## src/source/fth_pkg.sv

```systemverilog
// Sizes assume CHUNKS_PER_LINE and RING_LINES are powers of two so ring indices wrap for free
package fth_pkg;

    // ====================
    // Sizes
    // ====================

    // Width of one stream chunk
    localparam int CHUNK_W = 32;

    // Chunks packed into one host cache line
    localparam int CHUNKS_PER_LINE = 4;

    // Lines in the host ring buffer
    localparam int RING_LINES = 16;

    // Idle stream cycles before an open message is closed
    localparam int IDLE_LIMIT = 16;

    // Granted data lines before an open message is closed
    localparam int LINE_LIMIT = 8;

    // Host line address width
    localparam int ADDR_W = 16;

    // Derived index and counter widths
    localparam int CHUNK_IDX_W = $clog2(CHUNKS_PER_LINE);
    localparam int LINE_IDX_W = $clog2(RING_LINES);
    localparam int COUNT_W = CHUNK_IDX_W + LINE_IDX_W;
    localparam int IDLE_CNT_W = $clog2(IDLE_LIMIT + 1);
    localparam int LINE_CNT_W = $clog2(LINE_LIMIT + 1);

    // ====================
    // Types
    // ====================

    typedef logic [CHUNK_W-1:0] chunk_t;
    typedef logic [CHUNK_IDX_W-1:0] chunk_idx_t;
    typedef logic [LINE_IDX_W-1:0] line_idx_t;

    // Slot 0 holds the oldest chunk of the line
    typedef chunk_t [CHUNKS_PER_LINE-1:0] line_t;

    // Chunks in one message, sized to what the ring can hold
    typedef logic [COUNT_W-1:0] count_t;
    typedef logic [ADDR_W-1:0] addr_t;

    // Commit sequencer states
    typedef enum logic [2:0]
    {
        NORMAL,
        ROTATE,
        EMIT_DATA,
        EMIT_HEADER,
        EMIT_FENCE
    } seq_state_t;

    // Kind of host write
    typedef enum logic [1:0]
    {
        WR_DATA,
        WR_HEADER,
        WR_FENCE
    } wr_kind_t;

    // Write request, held stable until granted
    typedef struct packed
    {
        logic     request;
        wr_kind_t kind;
        addr_t    addr;
        line_t    line;
    } wr_req_t;

    // Packer view shared with the sequencer and the write port
    typedef struct packed
    {
        chunk_idx_t chunk_idx;
        line_idx_t  data_idx;
        logic       header_active;
        count_t     count;
    } pack_status_t;

endpackage

```

## src/source/fth_chunk_packer.sv

```systemverilog
// Source must hold tx_enable low while tx_rdy is low; filler pushed during rotate is undefined
`timescale 1ns/100ps

module fth_chunk_packer
    import fth_pkg::*;
(
    input  logic         clk,
    input  logic         resetb,
    input  chunk_t       tx_data,
    input  logic         tx_enable,
    input  seq_state_t   state,
    input  logic         wr_grant,
    output line_idx_t    next_data_idx,
    output pack_status_t status,
    output line_t        data_line,
    output line_t        header_line
);

    // Slot that the next chunk lands in
    chunk_idx_t chunk_idx;
    chunk_idx_t chunk_idx_next;

    // Ring index of the line being filled
    line_idx_t data_idx;

    // Still filling the header line of the message
    logic header_active;

    // Chunks accepted in this message
    count_t count;

    logic  push;
    logic  last_chunk;
    line_t pushed_line;

    // ====================
    // Shift logic
    // ====================

    // Rotate keeps shifting without a valid chunk
    assign push = tx_enable || (state == ROTATE);

    assign last_chunk = (chunk_idx == chunk_idx_t'(CHUNKS_PER_LINE - 1));

    // New chunk enters at the top, oldest moves toward slot 0
    assign pushed_line = {tx_data, data_line[CHUNKS_PER_LINE-1:1]};

    always_ff @(posedge clk)
    begin
        if (push)
        begin
            data_line <= pushed_line;

            // Header line is parked apart since it is written last
            if (last_chunk && header_active)
            begin
                header_line <= pushed_line;
            end
        end
    end

    // ====================
    // Index tracking
    // ====================

    always_comb
    begin
        chunk_idx_next = chunk_idx;
        next_data_idx = data_idx;

        if (push)
        begin
            if (last_chunk)
            begin
                chunk_idx_next = '0;

                // A full header moves on at once; data lines move on grant
                if (header_active)
                begin
                    next_data_idx = data_idx + 1'b1;
                end
            end
            else
            begin
                chunk_idx_next = chunk_idx + 1'b1;
            end
        end
        else if ((state == EMIT_DATA) && wr_grant)
        begin
            next_data_idx = data_idx + 1'b1;
        end
        else if (state == EMIT_HEADER)
        begin
            // Leave slot 0 of the next header for the count
            chunk_idx_next = chunk_idx_t'(1);
        end
    end

    always_ff @(posedge clk)
    begin
        if (!resetb)
        begin
            chunk_idx <= chunk_idx_t'(1);
            data_idx <= '0;
            header_active <= 1'b1;
            count <= '0;
        end
        else
        begin
            chunk_idx <= chunk_idx_next;
            data_idx <= next_data_idx;

            // Header done once its line fills, reopens after the fence
            if (push && last_chunk)
            begin
                header_active <= 1'b0;
            end
            else if ((state == EMIT_FENCE) && wr_grant)
            begin
                header_active <= 1'b1;
            end

            // count real chunks only, rotate filler does not count
            if (tx_enable)
            begin
                count <= count + 1'b1;
            end
            else if (state == EMIT_FENCE)
            begin
                count <= '0;
            end
        end
    end

    assign status = '{
        chunk_idx: chunk_idx,
        data_idx: data_idx,
        header_active: header_active,
        count: count
    };

endmodule

```

## src/source/fth_commit_sequencer.sv

```systemverilog
// Ring is full when the next data line would reach oldest_line_idx; one line always stays free
`timescale 1ns/100ps

module fth_commit_sequencer
    import fth_pkg::*;
(
    input  logic         clk,
    input  logic         resetb,
    input  pack_status_t status,
    input  logic         tx_enable,
    input  logic         wr_grant,
    input  line_idx_t    next_data_idx,
    input  line_idx_t    oldest_line_idx,
    output seq_state_t   state,
    output line_idx_t    header_idx,
    output logic         tx_rdy
);

    seq_state_t state_next;

    // Idle cycles in NORMAL, saturating at the limit
    logic [IDLE_CNT_W-1:0] idle_cycles;
    logic [IDLE_CNT_W-1:0] idle_cycles_next;

    // Data lines granted in this message
    logic [LINE_CNT_W-1:0] data_lines;
    logic [LINE_CNT_W-1:0] data_lines_next;

    // Sticky request to close the message
    logic flush;
    logic flush_next;

    logic line_full;
    logic has_data;

    assign line_full = (status.chunk_idx == chunk_idx_t'(CHUNKS_PER_LINE - 1));

    // Anything past the count slot of the header means the message is open
    assign has_data = !status.header_active || (status.chunk_idx != chunk_idx_t'(1));

    // ====================
    // Flush triggers
    // ====================

    always_comb
    begin
        if (state != NORMAL)
        begin
            idle_cycles_next = '0;
        end
        else if (tx_enable)
        begin
            idle_cycles_next = '0;
        end
        else if (idle_cycles != IDLE_CNT_W'(IDLE_LIMIT))
        begin
            idle_cycles_next = idle_cycles + 1'b1;
        end
        else
        begin
            idle_cycles_next = idle_cycles;
        end

        // Line count restarts with each header
        if (state == EMIT_HEADER)
        begin
            data_lines_next = '0;
        end
        else if ((state == EMIT_DATA) && wr_grant)
        begin
            data_lines_next = data_lines + 1'b1;
        end
        else
        begin
            data_lines_next = data_lines;
        end

        if (state == EMIT_HEADER)
        begin
            flush_next = 1'b0;
        end
        else if (has_data)
        begin
            flush_next = flush ||
                         (idle_cycles_next == IDLE_CNT_W'(IDLE_LIMIT)) ||
                         (data_lines_next == LINE_CNT_W'(LINE_LIMIT));
        end
        else
        begin
            flush_next = flush;
        end
    end

    // ====================
    // Commit FSM
    // ====================

    always_comb
    begin
        state_next = state;

        case (state)
            NORMAL:
            begin
                if (!status.header_active && tx_enable && line_full)
                begin
                    // Data line fills with this chunk
                    state_next = EMIT_DATA;
                end
                else if (flush)
                begin
                    // Empty line means the last data line is already out
                    if (status.chunk_idx == '0)
                    begin
                        state_next = EMIT_HEADER;
                    end
                    else
                    begin
                        state_next = ROTATE;
                    end
                end
            end

            ROTATE:
            begin
                // Partial line now shifted into place
                if (line_full)
                begin
                    state_next = status.header_active ? EMIT_HEADER : EMIT_DATA;
                end
            end

            EMIT_DATA:
            begin
                if (wr_grant)
                begin
                    state_next = flush ? EMIT_HEADER : NORMAL;
                end
            end

            EMIT_HEADER:
            begin
                if (wr_grant)
                begin
                    state_next = EMIT_FENCE;
                end
            end

            EMIT_FENCE:
            begin
                if (wr_grant)
                begin
                    state_next = NORMAL;
                end
            end

            default:
            begin
                state_next = NORMAL;
            end
        endcase
    end

    always_ff @(posedge clk)
    begin
        if (!resetb)
        begin
            state <= NORMAL;
            idle_cycles <= '0;
            data_lines <= '0;
            flush <= 1'b0;
            header_idx <= '0;
            tx_rdy <= 1'b0;
        end
        else
        begin
            state <= state_next;
            idle_cycles <= idle_cycles_next;
            data_lines <= data_lines_next;
            flush <= flush_next;

            // Next message starts where this one ended
            if ((state == EMIT_FENCE) && wr_grant)
            begin
                header_idx <= status.data_idx;
            end

            // Looks one cycle ahead
            tx_rdy <= (state_next == NORMAL) &&
                      !flush_next &&
                      (next_data_idx + 1'b1 != oldest_line_idx);
        end
    end

endmodule

```

## src/source/fth_write_port.sv

```systemverilog
// Combinational; request, kind, address and line hold as long as the sequencer state holds
`timescale 1ns/100ps

module fth_write_port
    import fth_pkg::*;
(
    input  seq_state_t   state,
    input  pack_status_t status,
    input  line_idx_t    header_idx,
    input  addr_t        ring_base,
    input  line_t        data_line,
    input  line_t        header_line,
    output wr_req_t      wr_req
);

    // Header with its count slot filled in
    line_t counted_header;

    always_comb
    begin
        counted_header = header_line;
        counted_header[0] = chunk_t'(status.count);

        wr_req.request = (state == EMIT_DATA) ||
                         (state == EMIT_HEADER) ||
                         (state == EMIT_FENCE);

        case (state)
            EMIT_DATA:
            begin
                wr_req.kind = WR_DATA;
                wr_req.addr = ring_base + addr_t'(status.data_idx);
                wr_req.line = data_line;
            end

            EMIT_HEADER:
            begin
                wr_req.kind = WR_HEADER;
                wr_req.addr = ring_base + addr_t'(header_idx);
                wr_req.line = counted_header;
            end

            // Fence has no address
            // Raw header line stays put while the count clears
            default:
            begin
                wr_req.kind = WR_FENCE;
                wr_req.addr = '0;
                wr_req.line = header_line;
            end
        endcase
    end

endmodule

```

## src/source/fth_top.sv

```systemverilog
// Host must keep oldest_line_idx current; a stale value stalls the stream once the ring fills
`timescale 1ns/100ps

module fth_top
    import fth_pkg::*;
(
    input  logic      clk,
    input  logic      resetb,
    input  chunk_t    tx_data,
    input  logic      tx_enable,
    output logic      tx_rdy,
    input  addr_t     ring_base,
    input  line_idx_t oldest_line_idx,
    output wr_req_t   wr_req,
    input  logic      wr_grant,
    output line_idx_t next_write_line_idx
);

    pack_status_t status;
    seq_state_t   state;
    line_idx_t    next_data_idx;
    line_t        data_line;
    line_t        header_line;

    // Packs chunks into lines
    fth_chunk_packer fth_chunk_packer_i (
        .clk           (clk),
        .resetb        (resetb),
        .tx_data       (tx_data),
        .tx_enable     (tx_enable),
        .state         (state),
        .wr_grant      (wr_grant),
        .next_data_idx (next_data_idx),
        .status        (status),
        .data_line     (data_line),
        .header_line   (header_line)
    );

    // Header index doubles as the next write position
    fth_commit_sequencer fth_commit_sequencer_i (
        .clk             (clk),
        .resetb          (resetb),
        .status          (status),
        .tx_enable       (tx_enable),
        .wr_grant        (wr_grant),
        .next_data_idx   (next_data_idx),
        .oldest_line_idx (oldest_line_idx),
        .state           (state),
        .header_idx      (next_write_line_idx),
        .tx_rdy          (tx_rdy)
    );

    fth_write_port fth_write_port_i (
        .state       (state),
        .status      (status),
        .header_idx  (next_write_line_idx),
        .ring_base   (ring_base),
        .data_line   (data_line),
        .header_line (header_line),
        .wr_req      (wr_req)
    );

endmodule

```

## config.mk

```make
export PLATFORM = sky130hd
export DESIGN_NAME = fth_top
export DESIGN_NICKNAME = d
export VERILOG_FILES = /design/src/source/fth_pkg.sv /design/src/source/fth_chunk_packer.sv /design/src/source/fth_commit_sequencer.sv /design/src/source/fth_write_port.sv /design/src/source/fth_top.sv
export SDC_FILE = /design/constraint.sdc
export NUM_CORES = 1
export LEC_CHECK = 0
export BUFFER_PORTS_ARGS = -buffer_cell sky130_fd_sc_hd__buf_2
export CAP_MARGIN = 30
export CORE_ASPECT_RATIO = 0.5
export CORE_MARGIN = 5
export CORE_UTILIZATION = 45
export CTS_CLUSTER_SIZE = 24
export DETAILED_ROUTE_END_ITERATION = 7
export GPL_TIMING_DRIVEN = 1
export PLACE_DENSITY_LB_ADDON = 0.15
export SYNTH_ARGS = -nofsm -noshare
export SYNTH_HDL_FRONTEND = slang
export SYNTH_SLANG_ARGS = --single-unit
export TNS_END_PERCENT = 10
```

## constraint.sdc

```tcl
create_clock -name clk -period 7.27 [get_ports clk]
set_input_delay 0 -clock clk [delete_from_list [all_inputs] [get_ports clk]]
set_output_delay 0 -clock clk [all_outputs]
set_load 0.05 [all_outputs]
```

**After elaboration in Yosys (flattened, before gate mapping)**

Index checks and enable logic that the tools add are counted.
W data, S select, Z words.

- Bits in registers: 287
- Input bits: 56
- Output and inout port bits: 152

- Add/subtract/negate cells: 8
- Equal/unequal tests: 11
- Muxes and demuxes: 30
- Reduce and logical (&&, ||, !) cells: 25

Operator list:

| cell | number |
|---|---|
| $pmux W146 S2 | 1 |
| $add A16 B4 Y16 | 2 |
| $mux W4 | 6 |
| $mux W3 | 6 |
| $mux W5 | 3 |
| $pmux W3 S5 | 1 |
| $add A4 B1 Y4 const B | 3 |
| $mux W2 | 6 |
| $mux W6 | 2 |
| $logic_and A1 B1 Y1 | 8 |
| $add A6 B1 Y6 const B | 1 |
| $eq A3 B2 Y1 const B | 2 |
| $logic_not A3 Y1 | 2 |
| $logic_or A1 B1 Y1 | 6 |
| $reduce_bool A2 Y1 | 3 |
| $add A5 B1 Y5 const B | 1 |
| $eq A5 B5 Y1 const B | 1 |
| $mux W1 | 5 |
| $ne A5 B5 Y1 const B | 1 |
| $eq A4 B4 Y1 const B | 1 |
| $ne A2 B1 Y1 const B | 2 |
| $ne A4 B4 Y1 | 1 |
| $reduce_and A2 Y1 | 2 |
| $eq A3 B1 Y1 const B | 1 |
| other kinds (6) | 7 |

**Longest topological paths before layout**

- Depth in word-level cells: 12
- Gate-level depth with buffers: 13
- Depth with buffers taken out: 13

**By module**

Synthesis repeated with hierarchy kept, for this count alone.

- Cells, all modules: 760
- Area total of the unflattened synthesis: 11912.7 um2

Modules (own cells, without submodules):

| module | times used | cells each | area an instance (um2) |
|---|---|---|---|
| fth_chunk_packer | 1 | 334 | 8409.3 |
| fth_write_port | 1 | 297 | 2392.3 |
| fth_commit_sequencer | 1 | 129 | 1111.1 |

**Least setup slack after synthesis**

OpenSTA, ideal clock, no wires.

- Kind: reg2reg
- Start point: register fth_commit_sequencer_i.state[0]
- End point: register fth_commit_sequencer_i.tx_rdy
- Library setup time: 0.122 ns
- Data arrival time: 4.772 ns
- Data required time: 7.148 ns
- Slack: 2.377 ns
- Cell stages (with the launch flop): 10
- Clock period less this slack: 4.893 ns
- Cell sequence: dfxtp_1 nor3b_1 o211a_1 or2_1 buf_6 mux2_2 ha_1 xor2_1 xnor2_1 o311a_1

- Elaborated cells between the ends (all ways): 32
- Those cells by class: 1 x add/sub; 7 x eq/ne; 14 x mux; 10 x reduce/logical

RTL lines:

| element | line | text |
|---|---|---|
| from (decl) | fth_commit_sequencer.sv:14 | `output seq_state_t state,` |
| from (signal assigned) | fth_commit_sequencer.sv:177 | `state <= state_next;` |
| $eq A3 B2 Y1 | fth_chunk_packer.sv:88 | `else if ((state == EMIT_DATA) && wr_grant)` |
| $logic_and A1 B1 Y1 | fth_chunk_packer.sv:88 |  |
| $mux W4 | fth_chunk_packer.sv:88 |  |
| $mux W4 * | fth_chunk_packer.sv:71 | `if (push)` |
| via fth_chunk_packer_i.next_data_idx[1] | fth_chunk_packer.sv:13 | `output line_idx_t next_data_idx,` |
| $add A4 B1 Y4 * | fth_commit_sequencer.sv:191 | `(next_data_idx + 1'b1 != oldest_line_idx);` |
| $ne A4 B4 Y1 * | fth_commit_sequencer.sv:191 |  |
| $logic_and A1 B1 Y1 * | fth_commit_sequencer.sv:190 | `!flush_next &&` |
| to (signal assigned) | fth_commit_sequencer.sv:189 | `tx_rdy <= (state_next == NORMAL) &&` |
| to (decl) | fth_commit_sequencer.sv:16 | `output logic tx_rdy` |

Mark *: on every way through the listed nets, which the timed path passes. The rest lies on a longest branch.
A chain may end at the register's enable or synchronous reset.

==> results_dict.tcl <==
set metrics [dict create \
    run_status "completed" \
    seqCellArea_mm2 0.00831 \
    area_taken_by_multi_input_logic_gates_mm2 0.00306 \
    clkPwrFrac_pct 41.2 \
    route.detailed.vias_per_inst 4.93 \
    setup.worst_path.end_class "primary output" \
    insertion_delay_ns 0.55 \
    fillers 2059 \
    yosysSeqAreaShare_pct 72.0 \
    net-switching-power_mw 0.822 \
    synth-warning-count 0 \
    grt_max_degree 64 \
    drt-pass1-iter-count 4 \
    via_count 6670 \
    yosysTopAreaCell "sky130_fd_sc_hd__edfxtp_1" \
    dr.first_iter.drc_count 305 \
    holdCritStartpoint "tx_data[17]" \
    synth.distinct_cells 52 \
    power.internal_mw 2.86 \
    synth_seq_cells 287 \
    final_min_period_over_clock_period_pct 54.3 \
    dp_hpwl_mm 15.5 \
    htree_levels 1 \
    critPathArrivalTime_ns 3.95 \
    ctsLongestPathBuffers 3 \
    synth_top_area_cells "sky130_fd_sc_hd__edfxtp_1 (67%), sky130_fd_sc_hd__mux2_2 (9.9%), sky130_fd_sc_hd__dfxtp_1 (5.4%)" \
    timing.setup.tns_ns 0 \
    worst_slew_margin_rel_pct 34.9 \
    postSynthCellCount 740 \
    antenna_fix_cells 0 \
    r2r_start "fth_commit_sequencer_i.state[2]" \
    timing_worst_slew_pin_value_ns 0.974 \
    area_growth_pct 23.9 \
    crit_type "register to primary output" \
    clockRootBuffer "sky130_fd_sc_hd__clkbuf_16" \
    final_common_cell "sky130_fd_sc_hd__edfxtp_1" \
    leakage_nw 5.40 \
    synth.net_count 810 \
    syn-mean-instance-area_um2 15.6 \
    finish.utilization_pct 56.7 \
    floorplan.die.height_um 123 \
    clock-skew-final_ns 0.0123 \
    mostFrequentLayoutCells "sky130_fd_sc_hd__edfxtp_1 (256), sky130_fd_sc_hd__buf_2 (207), sky130_fd_sc_hd__mux2_2 (101), sky130_fd_sc_hd__nand2_1 (75), sky130_fd_sc_hd__nor2_1 (44)" \
    async_reset_ff_share_pct 0 \
    timing_hold_violations_final 0 \
    number_of_buffers_added_by_the_clock_tree_synthesis_step 26 \
    crit_path_start_kind "register" \
    cts_num_sinks 287 \
    cts_resized 0 \
    final_antenna_net_count 0 \
    finalWeightedCongestion 0.789 \
    fraction_of_power_consumed_by_sequential_logic_pct 51.9 \
    start_util_pct 45.7 \
    grt_first_pass_wirelength_mm 37.0 \
    fmax_ghz 0.253 \
    worstPathRequired_ns 7.27 \
    synth.top_cell.area_share_pct 66.6 \
    synth_top_flop_cell "sky130_fd_sc_hd__edfxtp_1" \
    min_period_ns 3.95 \
    slew_violations 0 \
    floorplan.rows 41 \
    share_comb_of_total_power_pct 6.9 \
    edff_count_synth 256 \
    crit_fanout 63 \
    synth.cell_area_mm2 0.0115 \
    grt_use_total_pct 16.1 \
    clkTransAtPathRegs_ns 0.07 \
    final_layout_size_suffix_gt1_share_pct 36.4 \
    p_sw_share_pct 22.3 \
    detail_route.drc_violations 0 \
    gr-total-overflow 0 \
    io-pin-count 208 \
    vdd.ir_drop.worst_mv 0.169 \
    wire_per_inst_um 17.7 \
    number_of_port_buffers 207 \
    die_width_um 237 \
    total_routed_wirelength_mm 23.9 \
    holdCritPathClass "primary input to register" \
    grt_pass1_vias 6895 \
    design.core.area_mm2 0.0252 \
    rsz0062_at_grt "no" \
    worst_setup_path_startpoint "fth_commit_sequencer_i.state[1]" \
    setup_viol 0 \
    antenna_found_initial 0 \
    floorplan.die_area_mm2 0.0292 \
    pwr_density_cell_mw_per_mm2 258 \
    timing.max_cap.violations 0 \
    cts_tree "built" \
    design.final.nets 1060 \
]
-- sequential cells by signal, indices dropped and copies added (netlist names), 2 cells and up --
name                                cells
fth_chunk_packer_i.chunk_idx            2
fth_commit_sequencer_i.data_lines       4
fth_chunk_packer_i.data_idx             4
fth_chunk_packer_i.header_line        128
fth_chunk_packer_i.count                6
fth_commit_sequencer_i.header_idx       4
fth_commit_sequencer_i.state            3
fth_chunk_packer_i.data_line          128
fth_commit_sequencer_i.idle_cycles      5
-- power groups by stage --
stage               combinational (mW)  clock [mW]  sequential [mW]
floorplan                        0.167           0             1.94
global placement                 0.239           0             1.94
detailed placement               0.243           0             1.95
CTS                              0.260        1.56             1.91
global route                     0.274        1.63             1.92
finish                           0.255        1.52             1.91
-- per-layer routing --
metal  routed length, um  GRT usage, %  share of wire [%]  vias to the layer above
li1                    -             -                  -                     3248
met1               10000          19.9                 42                     3280
met4                 488          3.64                2.0                        0
met5                   0             0                  0                        -
met2               12400          29.2                 52                      109
met3                 972          3.63                4.1                       33
-- Yosys cell counts, types with 2 or more instances --
cell / count
sky130_fd_sc_hd__edfxtp_1: 256
sky130_fd_sc_hd__mux2_2: 101
sky130_fd_sc_hd__nand2_1: 75
sky130_fd_sc_hd__nor2_1: 44
sky130_fd_sc_hd__dfxtp_1: 31
sky130_fd_sc_hd__nand3b_1: 26
sky130_fd_sc_hd__xnor2_1: 21
sky130_fd_sc_hd__clkbuf_1: 16
sky130_fd_sc_hd__o21ai_0: 16
sky130_fd_sc_hd__mux2i_1: 14
sky130_fd_sc_hd__buf_2: 13
sky130_fd_sc_hd__ha_1: 13
sky130_fd_sc_hd__inv_1: 12
sky130_fd_sc_hd__nor3_1: 10
sky130_fd_sc_hd__a21oi_1: 9
sky130_fd_sc_hd__nand3_1: 9
sky130_fd_sc_hd__nor2b_1: 9
sky130_fd_sc_hd__xor2_1: 8
sky130_fd_sc_hd__a22oi_1: 6
sky130_fd_sc_hd__and2_1: 5
sky130_fd_sc_hd__nor3b_1: 5
sky130_fd_sc_hd__nor4_1: 4
sky130_fd_sc_hd__or3_1: 3
sky130_fd_sc_hd__a211o_1: 2
sky130_fd_sc_hd__a21o_1: 2
sky130_fd_sc_hd__and3_1: 2
sky130_fd_sc_hd__inv_2: 2
sky130_fd_sc_hd__nand2b_1: 2
-- path summary, 6_finish.rpt --
kind	to	slack (ns)	cells after the start
setup / recovery	wr_req[47]	3.32	8
setup reg to reg	fth_commit_sequencer_i.tx_rdy	3.59	10
hold / removal	fth_chunk_packer_i.data_line[113]	0.17	2
hold reg to reg	fth_chunk_packer_i.data_line[60]	0.47	0
-- final cells by class --
class | instances | area share (%)
Clock inverter | 22 | 2.19
Clock buffer | 26 | 4.55
Multi-Input combinational cell | 408 | 21.4
Inverter | 14 | 0.367
Sequential cell | 287 | 58.1
Timing Repair Buffer | 253 | 10.4
Tap cell | 344 | 3.01
-- cells by family (layout without fill, tap and decap cells) --
kind of cell | Yosys count | in the layout | synth area share (%)
AO/OA/AOI/OAI | 47 | 47 | 2.69
adder cells (fa/ha/maj) | 14 | 14 | 1.58
buffers and inverters | 45 | 315 | 1.67
AND/OR/NAND/NOR | 202 | 202 | 8.60
XOR/XNOR | 30 | 30 | 2.44
flip-flops | 287 | 287 | 72.0
multiplexers | 115 | 115 | 11.1
-- critical path, cell delays in order (launching register included) --
cell,delay (ns)
sky130_fd_sc_hd__dfxtp_1,0.44
sky130_fd_sc_hd__inv_2,0.10
sky130_fd_sc_hd__nor2_4,0.15
sky130_fd_sc_hd__buf_4,0.36
sky130_fd_sc_hd__inv_2,0.09
sky130_fd_sc_hd__nor2_4,0.75
sky130_fd_sc_hd__buf_4,0.76
sky130_fd_sc_hd__mux2_2,0.42
sky130_fd_sc_hd__buf_2,0.21
-- per-stage QoR --
| step | std cells | power, mW | setup slack, ns | cell area (um^2) | hold slack (ns) |
|---|---|---|---|---|---|
| after global placement | 1268 | 2.18 | 3.73 | 12900 | 0.187 |
| after detailed placement | 1269 | 2.19 | 3.81 | 13000 | 0.191 |
| after global routing | 1354 | 3.82 | 2.99 | 14300 | 0.153 |
| after floorplan | 740 | 2.11 | 2.38 | 11500 | 0.0619 |
| final | 1354 | 3.68 | 3.32 | 14300 | 0.169 |
| after CTS | 1354 | 3.73 | 3.21 | 14300 | 0.130 |
-- repair_timing --
item / 4_1_cts / 5_1_grt
hold endpoints to repair: 86 / 0
buffers inserted: 0 / 0
hold buffers: 37 / 0
Power figures use the tool's default switching activity.
